$ cat src/rtl/saturn_pkg.sv
// shared widths, enums and record structs for the nibble decoder, imported by all RTL and the testbench
package saturn_pkg;

    localparam int NIB_W       = 4;                 // one saturn nibble
    localparam int ADDR_W      = 20;                // nibble address space
    localparam int IMM_NIBS    = 16;                // LC can carry up to 16 constants
    localparam int IMM_W       = IMM_NIBS * NIB_W;  // 64 bit immediate
    localparam int CNT_W       = 5;                 // holds 0..16
    localparam int QUEUE_DEPTH = 2;                 // finished records waiting at the output

    // one nibble fetched from memory
    typedef struct packed {
        logic [NIB_W-1:0]  nib;
        logic [ADDR_W-1:0] addr;                    // where the nibble came from
    } nibble_beat_t;

    typedef enum logic [3:0] {
        INSTR_NONE     = 4'd0,
        INSTR_RTN      = 4'd1,
        INSTR_SET_MODE = 4'd2,
        INSTR_ALU      = 4'd3,
        INSTR_LOAD     = 4'd4,
        INSTR_JUMP     = 4'd5,
        INSTR_CONFIG   = 4'd6,
        INSTR_RESET    = 4'd7,
        INSTR_INVALID  = 4'd8                       // unknown opcode nibble
    } instr_type_e;

    typedef enum logic [1:0] {
        ALU_NOP      = 2'd0,
        ALU_COPY     = 2'd1,
        ALU_SET_CRY  = 2'd2,                        // carry from imm bit 0
        ALU_CLR_MASK = 2'd3                         // clear bits given by imm
    } alu_op_e;

    typedef enum logic [2:0] {
        REG_NONE = 3'd0,
        REG_C    = 3'd1,
        REG_D0   = 3'd2,
        REG_P    = 3'd3,
        REG_ST   = 3'd4,
        REG_HST  = 3'd5,
        REG_IMM  = 3'd6                             // operand comes from imm
    } alu_reg_e;

    // one complete decoded instruction
    typedef struct packed {
        logic [ADDR_W-1:0] instr_pc;                // address of first nibble
        instr_type_e       instr_type;
        alu_op_e           alu_op;
        alu_reg_e          reg_dest;
        alu_reg_e          reg_src;
        logic [3:0]        ptr_begin;
        logic [3:0]        ptr_end;
        logic              push_pc;                 // GOSBVL pushes return address
        logic [IMM_W-1:0]  imm;                     // operand k in bits 4k+3:4k
        logic [CNT_W-1:0]  operand_count;
    } decoded_instr_t;

    // beat from the prefix decoder to the operand collector
    typedef struct packed {
        decoded_instr_t   header;                   // imm holds the seed value
        logic [NIB_W-1:0] operand;
        logic             is_operand;               // 0 means header beat
        logic             last;                     // closes the instruction
    } collect_beat_t;

    // the IDLE state expects the first opcode nibble
    typedef enum logic [3:0] {
        DEC_IDLE     = 4'd0,
        DEC_BLK_0X   = 4'd1,
        DEC_BLK_1X   = 4'd2,
        DEC_BLK_3X   = 4'd3,
        DEC_BLK_8X   = 4'd4,
        DEC_BLK_80X  = 4'd5,
        DEC_BLK_80CX = 4'd6,
        DEC_BLK_84X  = 4'd7,
        DEC_OPERANDS = 4'd8                         // counting operand nibbles
    } dec_state_e;

endpackage

$ cat src/rtl/saturn_decoder_top.sv
// decoder top, chains prefix decoder, operand collector and output queue for a nibble stream
`timescale 1ns/1ps

module saturn_decoder_top import saturn_pkg::*; (
    input  logic           i_clk,
    input  logic           i_reset,
    input  logic           i_nib_valid,
    input  nibble_beat_t   i_nib,
    input  logic [3:0]     i_reg_p,
    input  logic           i_instr_ready,
    output logic           o_nib_ready,
    output logic           o_instr_valid,
    output decoded_instr_t o_instr
);

    logic           beat_valid;
    collect_beat_t  beat;
    logic           beat_ready;
    logic           rec_valid;
    decoded_instr_t rec;
    logic           rec_ready;

    saturn_prefix_decoder saturn_prefix_decoder_inst (
        .i_clk        (i_clk),
        .i_reset      (i_reset),
        .i_nib_valid  (i_nib_valid),
        .i_nib        (i_nib),
        .i_reg_p      (i_reg_p),
        .i_beat_ready (beat_ready),
        .o_nib_ready  (o_nib_ready),
        .o_beat_valid (beat_valid),
        .o_beat       (beat)
    );

    saturn_operand_collector saturn_operand_collector_inst (
        .i_clk        (i_clk),
        .i_reset      (i_reset),
        .i_beat_valid (beat_valid),
        .i_beat       (beat),
        .i_rec_ready  (rec_ready),
        .o_beat_ready (beat_ready),
        .o_rec_valid  (rec_valid),
        .o_rec        (rec)
    );

    saturn_instr_queue saturn_instr_queue_inst (
        .i_clk         (i_clk),
        .i_reset       (i_reset),
        .i_rec_valid   (rec_valid),
        .i_rec         (rec),
        .i_instr_ready (i_instr_ready),
        .o_rec_ready   (rec_ready),
        .o_instr_valid (o_instr_valid),
        .o_instr       (o_instr)
    );

endmodule

$ cat src/rtl/saturn_instr_queue.sv
// two-entry FIFO of finished records with a registered head driving the output handshake
`timescale 1ns/1ps

module saturn_instr_queue import saturn_pkg::*; (
    input  logic           i_clk,
    input  logic           i_reset,
    input  logic           i_rec_valid,
    input  decoded_instr_t i_rec,
    input  logic           i_instr_ready,
    output logic           o_rec_ready,
    output logic           o_instr_valid,
    output decoded_instr_t o_instr
);

    decoded_instr_t head_q;                         // oldest record, on the output
    decoded_instr_t tail_q;                         // second record when full
    logic [1:0]     count_q;
    logic           wr;
    logic           rd;

    assign o_rec_ready   = (count_q != QUEUE_DEPTH);
    assign o_instr_valid = (count_q != 2'd0);
    assign o_instr       = head_q;
    assign wr            = i_rec_valid & o_rec_ready;
    assign rd            = o_instr_valid & i_instr_ready;

    always_ff @(posedge i_clk) begin
        if (count_q == 2'd2) begin
            if (rd) begin
                head_q <= tail_q;                   // shift up
            end
        end else if (wr) begin
            if (count_q == 2'd0 || rd) begin
                head_q <= i_rec;                    // goes straight to the head
            end else begin
                tail_q <= i_rec;
            end
        end
    end

    always_ff @(posedge i_clk) begin
        if (i_reset) begin
            count_q <= 2'd0;
        end else if (wr && !rd) begin
            count_q <= count_q + 2'd1;
        end else if (rd && !wr) begin
            count_q <= count_q - 2'd1;
        end
    end

    // occupancy never grows past the two entries
    a_no_overflow: assert property (@(posedge i_clk) disable iff (i_reset)
        count_q <= QUEUE_DEPTH);

endmodule

$ cat src/rtl/saturn_operand_collector.sv
// gathers a header beat and its operand nibbles into one decoded record held for the queue
`timescale 1ns/1ps

module saturn_operand_collector import saturn_pkg::*; (
    input  logic           i_clk,
    input  logic           i_reset,
    input  logic           i_beat_valid,
    input  collect_beat_t  i_beat,
    input  logic           i_rec_ready,
    output logic           o_beat_ready,
    output logic           o_rec_valid,
    output decoded_instr_t o_rec
);

    decoded_instr_t   rec_q;                        // record under construction
    logic [CNT_W-1:0] idx_q;                        // next imm nibble slot
    logic             full_q;                       // record complete, waiting
    logic             beat_fire;
    logic             rec_fire;

    assign o_beat_ready = ~full_q;                  // stall while a record is held
    assign o_rec_valid  = full_q;
    assign o_rec        = rec_q;
    assign beat_fire    = i_beat_valid & o_beat_ready;
    assign rec_fire     = full_q & i_rec_ready;

    always_ff @(posedge i_clk) begin
        if (beat_fire) begin
            if (!i_beat.is_operand) begin
                rec_q <= i_beat.header;             // keeps the imm seed
            end else begin
                rec_q.imm[idx_q[CNT_W-2:0] * NIB_W +: NIB_W] <= i_beat.operand;
            end
        end
    end

    always_ff @(posedge i_clk) begin
        if (i_reset) begin
            full_q <= 1'b0;
            idx_q  <= '0;
        end else begin
            if (beat_fire) begin
                if (!i_beat.is_operand) begin
                    idx_q <= '0;
                end else begin
                    idx_q <= idx_q + CNT_W'(1);
                end
                if (i_beat.last) begin
                    full_q <= 1'b1;
                end
            end else if (rec_fire) begin
                full_q <= 1'b0;                     // queue took it
            end
        end
    end

    // decoder never sends more operands than imm can hold
    a_idx_in_range: assert property (@(posedge i_clk) disable iff (i_reset)
        (beat_fire && i_beat.is_operand) |-> (idx_q < IMM_NIBS));

endmodule

$ cat src/rtl/saturn_prefix_decoder.sv
// opcode prefix FSM that classifies each instruction and feeds header and operand beats onward
`timescale 1ns/1ps

module saturn_prefix_decoder import saturn_pkg::*; (
    input  logic          i_clk,
    input  logic          i_reset,
    input  logic          i_nib_valid,
    input  nibble_beat_t  i_nib,
    input  logic [3:0]    i_reg_p,
    input  logic          i_beat_ready,
    output logic          o_nib_ready,
    output logic          o_beat_valid,
    output collect_beat_t o_beat
);

    dec_state_e       state_q, state_d;
    decoded_instr_t   hdr_q, hdr_d;                 // header built so far
    logic [CNT_W-1:0] remain_q, remain_d;           // operands still to come
    logic             hdr_done;                     // this nibble completes the header
    logic             bad;                          // unknown opcode nibble
    logic             is_oper;
    logic             last;
    logic             emit;
    logic             nib_fire;

    always_comb begin
        hdr_d    = hdr_q;
        state_d  = state_q;
        remain_d = remain_q;
        hdr_done = 1'b0;
        bad      = 1'b0;
        is_oper  = 1'b0;
        last     = 1'b0;

        if (state_q == DEC_IDLE) begin
            hdr_d          = '0;                    // fresh record
            hdr_d.instr_pc = i_nib.addr;
        end

        case (state_q)
            DEC_IDLE: begin
                case (i_nib.nib)
                    4'h0: state_d = DEC_BLK_0X;
                    4'h1: state_d = DEC_BLK_1X;
                    4'h2: begin                     // P=n with n as the operand
                        hdr_d.instr_type    = INSTR_ALU;
                        hdr_d.alu_op        = ALU_COPY;
                        hdr_d.reg_dest      = REG_P;
                        hdr_d.reg_src       = REG_IMM;
                        hdr_d.operand_count = CNT_W'(1);
                        hdr_done            = 1'b1;
                    end
                    4'h3: state_d = DEC_BLK_3X;
                    4'h6: begin                     // GOTO
                        hdr_d.instr_type    = INSTR_JUMP;
                        hdr_d.operand_count = CNT_W'(3);
                        hdr_done            = 1'b1;
                    end
                    4'h8: state_d = DEC_BLK_8X;
                    default: bad = 1'b1;
                endcase
            end
            DEC_BLK_0X: begin
                case (i_nib.nib)
                    4'h2, 4'h3: begin               // RTNSC / RTNCC
                        hdr_d.instr_type = INSTR_RTN;
                        hdr_d.alu_op     = ALU_SET_CRY;
                        hdr_d.imm        = {{(IMM_W-1){1'b0}}, ~i_nib.nib[0]};
                        hdr_done         = 1'b1;
                    end
                    4'h4, 4'h5: begin               // SETHEX / SETDEC
                        hdr_d.instr_type = INSTR_SET_MODE;
                        hdr_d.imm        = {{(IMM_W-1){1'b0}}, i_nib.nib[0]};
                        hdr_done         = 1'b1;
                    end
                    default: bad = 1'b1;
                endcase
            end
            DEC_BLK_1X: begin
                if (i_nib.nib == 4'hB) begin        // D0=(5)
                    hdr_d.instr_type    = INSTR_LOAD;
                    hdr_d.reg_dest      = REG_D0;
                    hdr_d.ptr_begin     = 4'h0;
                    hdr_d.ptr_end       = 4'h4;
                    hdr_d.operand_count = CNT_W'(5);
                    hdr_done            = 1'b1;
                end else begin
                    bad = 1'b1;
                end
            end
            DEC_BLK_3X: begin                       // LC loads n+1 constants from P
                hdr_d.instr_type    = INSTR_LOAD;
                hdr_d.reg_dest      = REG_C;
                hdr_d.ptr_begin     = i_reg_p;
                hdr_d.ptr_end       = i_reg_p + i_nib.nib;  // wraps mod 16
                hdr_d.operand_count = {1'b0, i_nib.nib} + CNT_W'(1);
                hdr_done            = 1'b1;
            end
            DEC_BLK_8X: begin
                case (i_nib.nib)
                    4'h0: state_d = DEC_BLK_80X;
                    4'h2: begin                     // clear HST bits
                        hdr_d.instr_type    = INSTR_ALU;
                        hdr_d.alu_op        = ALU_CLR_MASK;
                        hdr_d.reg_dest      = REG_HST;
                        hdr_d.reg_src       = REG_IMM;
                        hdr_d.operand_count = CNT_W'(1);
                        hdr_done            = 1'b1;
                    end
                    4'h4, 4'h5: begin               // ST=0 / ST=1 with the bit in the next nibble
                        hdr_d.instr_type = INSTR_ALU;
                        hdr_d.alu_op     = ALU_COPY;
                        hdr_d.reg_dest   = REG_ST;
                        hdr_d.reg_src    = REG_IMM;
                        hdr_d.imm        = {{(IMM_W-1){1'b0}}, i_nib.nib[0]};
                        state_d          = DEC_BLK_84X;
                    end
                    4'hD, 4'hF: begin               // GOVLNG / GOSBVL
                        hdr_d.instr_type    = INSTR_JUMP;
                        hdr_d.push_pc       = i_nib.nib[1];
                        hdr_d.operand_count = CNT_W'(5);
                        hdr_done            = 1'b1;
                    end
                    default: bad = 1'b1;
                endcase
            end
            DEC_BLK_80X: begin
                case (i_nib.nib)
                    4'h5: begin
                        hdr_d.instr_type = INSTR_CONFIG;
                        hdr_done         = 1'b1;
                    end
                    4'hA: begin
                        hdr_d.instr_type = INSTR_RESET;
                        hdr_done         = 1'b1;
                    end
                    4'hC: state_d = DEC_BLK_80CX;
                    default: bad = 1'b1;
                endcase
            end
            DEC_BLK_80CX: begin                     // C=P n
                hdr_d.instr_type = INSTR_ALU;
                hdr_d.alu_op     = ALU_COPY;
                hdr_d.reg_dest   = REG_C;
                hdr_d.reg_src    = REG_P;
                hdr_d.ptr_begin  = i_nib.nib;
                hdr_d.ptr_end    = i_nib.nib;
                hdr_done         = 1'b1;
            end
            DEC_BLK_84X: begin
                hdr_d.ptr_begin = i_nib.nib;
                hdr_d.ptr_end   = i_nib.nib;
                hdr_done        = 1'b1;
            end
            DEC_OPERANDS: begin
                is_oper  = 1'b1;
                last     = (remain_q == CNT_W'(1));
                remain_d = remain_q - CNT_W'(1);
                if (last) begin
                    state_d = DEC_IDLE;
                end
            end
            default: state_d = DEC_IDLE;
        endcase

        if (bad) begin
            hdr_d.instr_type = INSTR_INVALID;
            hdr_done         = 1'b1;
        end

        if (hdr_done) begin
            if (hdr_d.operand_count == '0) begin
                last    = 1'b1;
                state_d = DEC_IDLE;
            end else begin
                state_d  = DEC_OPERANDS;
                remain_d = hdr_d.operand_count;
            end
        end
    end

    assign emit         = hdr_done | is_oper;
    assign o_nib_ready  = emit ? i_beat_ready : 1'b1;   // prefix nibbles never stall
    assign o_beat_valid = i_nib_valid & emit;
    assign nib_fire     = i_nib_valid & o_nib_ready;

    assign o_beat.header     = hdr_d;
    assign o_beat.operand    = i_nib.nib;
    assign o_beat.is_operand = is_oper;
    assign o_beat.last       = last;

    always_ff @(posedge i_clk) begin
        if (i_reset) begin
            state_q  <= DEC_IDLE;
            remain_q <= '0;
        end else if (nib_fire) begin
            state_q  <= state_d;
            remain_q <= remain_d;
        end
    end

    always_ff @(posedge i_clk) begin
        if (nib_fire) begin
            hdr_q <= hdr_d;
        end
    end

    // operand phase always has work to do
    a_operands_nonzero: assert property (@(posedge i_clk) disable iff (i_reset)
        (state_q == DEC_OPERANDS) |-> (remain_q != '0));

    // stalled beat must not change under the collector
    a_beat_stable: assert property (@(posedge i_clk) disable iff (i_reset)
        (o_beat_valid && !i_beat_ready) |=> (o_beat_valid && $stable(o_beat)));

endmodule
$ cat config.mk
export PLATFORM = sky130hd
export DESIGN_NAME = saturn_decoder_top
export DESIGN_NICKNAME = d
export VERILOG_FILES = /design/src/rtl/saturn_pkg.sv /design/src/rtl/saturn_decoder_top.sv /design/src/rtl/saturn_instr_queue.sv /design/src/rtl/saturn_operand_collector.sv /design/src/rtl/saturn_prefix_decoder.sv
export SDC_FILE = /design/constraint.sdc
export NUM_CORES = 1
export LEC_CHECK = 0
export BUFFER_PORTS_ARGS = -buffer_cell sky130_fd_sc_hd__clkbuf_2
export CAP_MARGIN = 0
export CORE_ASPECT_RATIO = 1.75
export CORE_UTILIZATION = 55
export CTS_CLUSTER_SIZE = 8
export DETAILED_ROUTE_END_ITERATION = 6
export PLACE_DENSITY = 0.82
export SLEW_MARGIN = 20
export SYNTH_ARGS = -nofsm -noshare
export SYNTH_HDL_FRONTEND = slang
export SYNTH_SLANG_ARGS = --single-unit
$ cat constraint.sdc
create_clock -name i_clk -period 9.65 [get_ports i_clk]
set_input_delay 1.4475 -clock i_clk [delete_from_list [all_inputs] [get_ports i_clk]]
set_output_delay 1.4475 -clock i_clk [all_outputs]
set_load 0.1 [all_outputs]
After elaboration in Yosys (flattened, before gate mapping) --
Index checks and enable logic that the tools add are counted.
Operators by class: add/sub/neg operators 7, $mul 0, divide/modulo/power cells 0, magnitude comparators 0, equality and inequality tests 30, shift-type cells 2, multiplexer cells 66, bitwise logic cells 11, reduce and logical (&&, ||, !) cells 34
Operator list (number):
- $mux W110 | 5
- $pmux W64 S2 | 2
- $mux W64 | 2
- $bwmux W64 | 1
- $shift A4 B34 Y64 const A | 1
- $shiftx A4 B34 Y64 | 1
- $pmux W4 S2 | 5
- $neg A6 Y34 | 1
- $eq A4 B3 Y1 const B | 7
- $eq A4 B4 Y1 const B | 7
- $pmux W4 S7 | 1
- $mux W5 | 5
- $mux W4 | 6
- $pmux W8 S3 | 1
- $mux W1 | 21
- $pmux W4 S5 | 1
- $pmux W5 S2 | 2
- $pmux W5 S4 | 1
- $eq A4 B2 Y1 const B | 4
- $mux W8 | 2
- $pmux W4 S4 | 1
- $pmux W8 S2 | 1
- $reduce_or A2 Y1 | 7
- $pmux W3 S4 | 1
- other kinds (38) | 64
Word-level totals: register bits after elaboration 457, latch bits 0, RAM bits 0, ROM bits 0, input bits 32, output and inout port bits 112, word-level logic and storage cells 195, memories kept 0

Longest topological paths before layout --
depth after elaboration 10, mapped depth 12, gate-level depth less buffers 10

Cells and area by module --
A second synthesis with hierarchy kept.
Unflattened totals: cell total of the unflattened synthesis 1219, area, all modules 19383.6 µm²
Modules (own cells, without submodules):
- saturn_instr_queue | instances 1, cells an instance 361, area each 8455.6 µm², sequential area each 6646.4 µm²
- saturn_prefix_decoder | instances 1, cells an instance 532, area each 6058.3 µm², sequential area each 3483.3 µm²
- saturn_operand_collector | instances 1, cells an instance 326, area each 4869.7 µm², sequential area each 3403.3 µm²

Worst setup path before layout --
OpenSTA, ideal clock, no wires.
kind input port to output port, start point input port i_nib[20] (netlist name), end point output port o_nib_ready, arrival time 5.131 ns, required time 8.203 ns, path slack 3.072 ns, stages 9, path buffers 1, cell sequence inv_1 -> ha_1 -> or3b_1 -> buf_2 -> nand2_1 -> o32ai_1 -> a221oi_1 -> nand2_1 -> o21ai_0
On the way: cells in the longest elaborated chain, start to end 7, elaborated cells between the ends (all ways) 35, those cells by class eq/ne (12); mux (14); bitwise (1); reduce/logical (8)
Ends and longest elaborated chain:
- start, declared | RTL line saturn_decoder_top.sv:8 | input nibble_beat_t i_nib,
- $eq A4 B4 Y1, or another cell as far along | RTL line saturn_prefix_decoder.sv:100 | case (i_nib.nib)
- $reduce_or A6 Y1 (no source line), or another cell as far along
- $mux W1 (on tied branches)
- $pmux W1 S5 or $pmux W1 S6 (tied branches) | RTL line saturn_prefix_decoder.sv:40 | case (state_q)
- $mux W1 (*) | RTL line saturn_prefix_decoder.sv:166 | if (bad) begin
- $or A1 B1 Y1 (*) | RTL line saturn_prefix_decoder.sv:182 | assign emit = hdr_done | is_oper;
- $mux W1 (*) | RTL line saturn_prefix_decoder.sv:183 | assign o_nib_ready = emit ? i_beat_ready : 1'b1;
- end, declared | RTL line saturn_decoder_top.sv:11 | output logic o_nib_ready,
Every way passes the cells marked *; elsewhere a longest branch is shown, timed or not.

Worst setup path after layout --
Ends and elaborated chain as after synthesis.

==> flow_summary.yaml <==
pwr:
  p_leak_nw: 7.831
  p_sw_mw: 2.895
  switching_share_pct: 37.05
  vdd_ir_drop_max_v: 0.0002346
  powerDensity_nw_per_um2: 360.4
  seq_power_share_pct: 42.0
  internal_power_mw: 4.918
  clkPwrFrac_pct: 27.1
  totalPowerFinal_mw: 7.813
  combPwrFrac_pct: 31.0
placed_design:
  port_buffers: 143
  hpwl_microns: 27410
  gp_congestion: 0.8699
timing:
  post-route-period-util_pct: 62.62
  rsz0062_at_grt: "false"
  fmax_ghz: 0.1655
  setup_viol: 0
  relSlewSlack_pct: 25.74
  fin_crit_ns: 6.043
  hold_viol_final: 0
  tns_ns: 0
  fin_skew_ns: 0.02895
  slew_violations: 0
  tightestPinTransition_ns: 1.114
run:
  cap_violations: 0
grt:
  grt_pass1_vias: 11250
  track_usage_pct: 24.73
  antenna_found_initial: 0
  grt_pass1_wl_microns: 63300
  gr-total-overflow: 0
  grt_max_degree: 80
yosys:
  syn-num-nets: 1266
  synth_seq_cells: 456
  avgSynthCellArea_sq_um: 15.26
  synth_seq_area_share_pct: 72.75
  synth_area_sq_um: 18600
  synthCells: 1219
  synth_ff_type: "edfxtp_1"
  synth_cell_types: 71
  ys_warn_count: 0
  synth-edff-count: 440
  async_reset_ff_share_pct: 0
floorplan:
  dieArea_sq_um: 34590
  io_pins: 144
  dieWidth_microns: 141.0
  core_sq_um: 33140
  start_util_pct: 56.13
  dieHeight_microns: 245.3
  row_count: 88
routing:
  first_pass_iters: 5
  num_vias: 10910
  drtIter0Drc: 830
  viasPerCell: 5.839
  drt-total-wl_microns: 41520
  wl_per_cell_microns: 22.22
  antenna_left: 0
  drc: 0
critical_path:
  max_stage_delay_ns: 0.57
  rr_startpoint: "saturn_prefix_decoder_inst.state_q[2]$_SDFFE_PP0P_"
  rr_worst_depth: 9
  critical_path_buf_inv_count: 3
  r2r_setup_slack_ns: 4.77
  crit_required_ns: 8.20
  rr_endpoint: "saturn_prefix_decoder_inst.remain_q[2]$_SDFFE_PP0P_"
  cp_top_family: "simple AND/OR/NAND/NOR gates"
  crit_arrival_ns: 4.60
  crit_chain: "clkbuf_2 -> inv_1 -> ha_1 -> nor2_1 -> nor3_1 -> nor2_1 -> a221oi_1 -> nand2_1 -> o21ai_0 -> clkbuf_2"
  worstSetupPathType: "primary input to primary output"
  crit_path_start_kind: "primary input"
  critical_path.endpoint_type: "primary output"
  crit_fanout: 11
  crit_slowest_cell: "a221oi_1"
clock_network:
  clock_sinks: 456
  post_cts_buffers: 0
  cts_buffers: 66
  root_buffer: "clkbuf_16"
  cts_tree: "yes"
  cts_buffer_depth: 3
  clk_latency_ns: 0.59
  cts_htree_levels: 3
  ctsResizeCount: 0
  clk_pin_slew_ns: 0.06
  ctsHoldBuffers: 0
final_layout:
  antenna_cells: 0
  mostFrequentLayoutCells: "440 x edfxtp_1, 143 x clkbuf_2, 111 x mux2_2"
  final_common_cell: "edfxtp_1"
  nets: 1428
  nFillCells: 2288
  drive_above_1_share_pct: 25.65
  syn_to_final_growth_pct: 16.55
min_path:
  min_path_cells: 0
  holdCritPathClass: "flip-flop to flip-flop"
  hold_end: "saturn_instr_queue_inst.tail_q[90]$_DFFE_PP_"
  holdCritStartpoint: "saturn_operand_collector_inst.o_rec[90]$_DFFE_PP_"
outcome:
  status: "completed"
==> power by group through the flow <==
stage	clock network (mW)	logic [mW]	registers, mW
finish	2.11	2.42	3.28
global route	2.21	2.56	3.33
CTS	2.14	2.43	3.28
detailed placement	0	2.42	3.31
global placement	0	2.39	3.29
floorplan	0	1.05	4.13
==> area by class of cell <==
class	instances	area [sq um]	share of cell area [%]
flip-flops and latches	456	13530	62.42
multi-input cells	675	4765	21.98
clock buffers	101	1826	8.420
well taps	450	563.0	2.597
repair buffers	161	850.8	3.924
inverters	21	81.33	0.3751
clock inverters	5	62.56	0.2886
==> metrics by stage <==
stage | hold WS (ns) | setup slack, ns | instances | area, sq um | util, %
after floorplan | 0.4222 | 3.072 | 1219 | 18600 | -
after global placement | 0.4244 | 3.654 | 1763 | 19790 | 59.72
after detailed placement | 0.4302 | 3.542 | 1763 | 19790 | 59.72
after CTS | 0.4216 | 3.640 | 1869 | 21680 | 65.42
after global routing | 0.4482 | 3.439 | 1869 | 21680 | 65.42
final | 0.4238 | 3.607 | 1869 | 21680 | 65.42
==> synth_stat cells, types with 4 or more instances <==
cell type / count / area, sq um
edfxtp_1: 440 / 13210
mux2_2: 111 / 1250
nand2_1: 111 / 416.7
and2_1: 69 / 431.7
nor2_1: 59 / 221.5
clkbuf_1: 48 / 180.2
a21oi_1: 44 / 220.2
a22o_1: 41 / 359.1
o2bb2ai_1: 24 / 210.2
nor3_1: 22 / 110.1
o21ai_0: 22 / 110.1
nand3_1: 21 / 105.1
inv_1: 20 / 75.07
dfxtp_1: 16 / 320.3
ha_1: 14 / 175.2
a31oi_1: 11 / 68.82
o211ai_1: 10 / 75.07
buf_2: 8 / 40.04
nor2b_1: 8 / 50.05
buf_1: 7 / 26.28
nand4_1: 7 / 43.79
a21o_1: 6 / 45.04
o31ai_1: 6 / 45.04
a22oi_1: 5 / 37.54
and3_1: 5 / 31.28
xor2_1: 5 / 43.79
a221o_1: 4 / 40.04
nand3b_1: 4 / 30.03
or4_1: 4 / 30.03
xnor2_1: 4 / 35.03
==> registers in the layout, indices dropped and copies added (netlist names) <==
register,flops
saturn_instr_queue_inst.o_instr,110
saturn_instr_queue_inst.tail_q,110
saturn_operand_collector_inst.o_rec,110
saturn_prefix_decoder_inst.hdr_q,110
saturn_prefix_decoder_inst.remain_q,5
saturn_operand_collector_inst.idx_q,4
saturn_prefix_decoder_inst.state_q,4
saturn_instr_queue_inst.count_q,2
saturn_operand_collector_inst.o_rec_valid,1
==> cells by family after synthesis <==
group / share of synthesized area [%]
compound gates: 8.037
xor+xnor: 0.4237
fa+ha+maj: 1.049
buf+inv: 1.957
flops: 72.75
mux: 6.881
simple gates: 8.905
==> routing by layer <==
| layer | vias to the layer above | global-route usage (%) | wire length, microns |
|---|---|---|---|
| li1 | 4991 | - | - |
| met1 | 5378 | 26.05 | 14680 |
| met2 | 429 | 45.55 | 22830 |
| met3 | 115 | 4.343 | 1892 |
| met4 | 0 | 14.99 | 2123 |
| met5 | - | 0 | 0 |
==> worst max path at each step <==
stage,depth (start not counted),slack (ns),endpoint,start
after floorplan,9,3.07,o_nib_ready,i_nib[20]
after global placement,12,3.65,saturn_prefix_decoder_inst.remain_q[2]$_SDFFE_PP0P_,i_nib[20]
after detailed placement,12,3.54,saturn_prefix_decoder_inst.remain_q[2]$_SDFFE_PP0P_,i_nib[20]
after CTS,10,3.64,o_nib_ready,i_nib[21]
after global routing,10,3.44,o_nib_ready,i_nib[21]
final,10,3.61,o_nib_ready,i_nib[20]
Note: power is estimated with default switching activity, not from simulation.
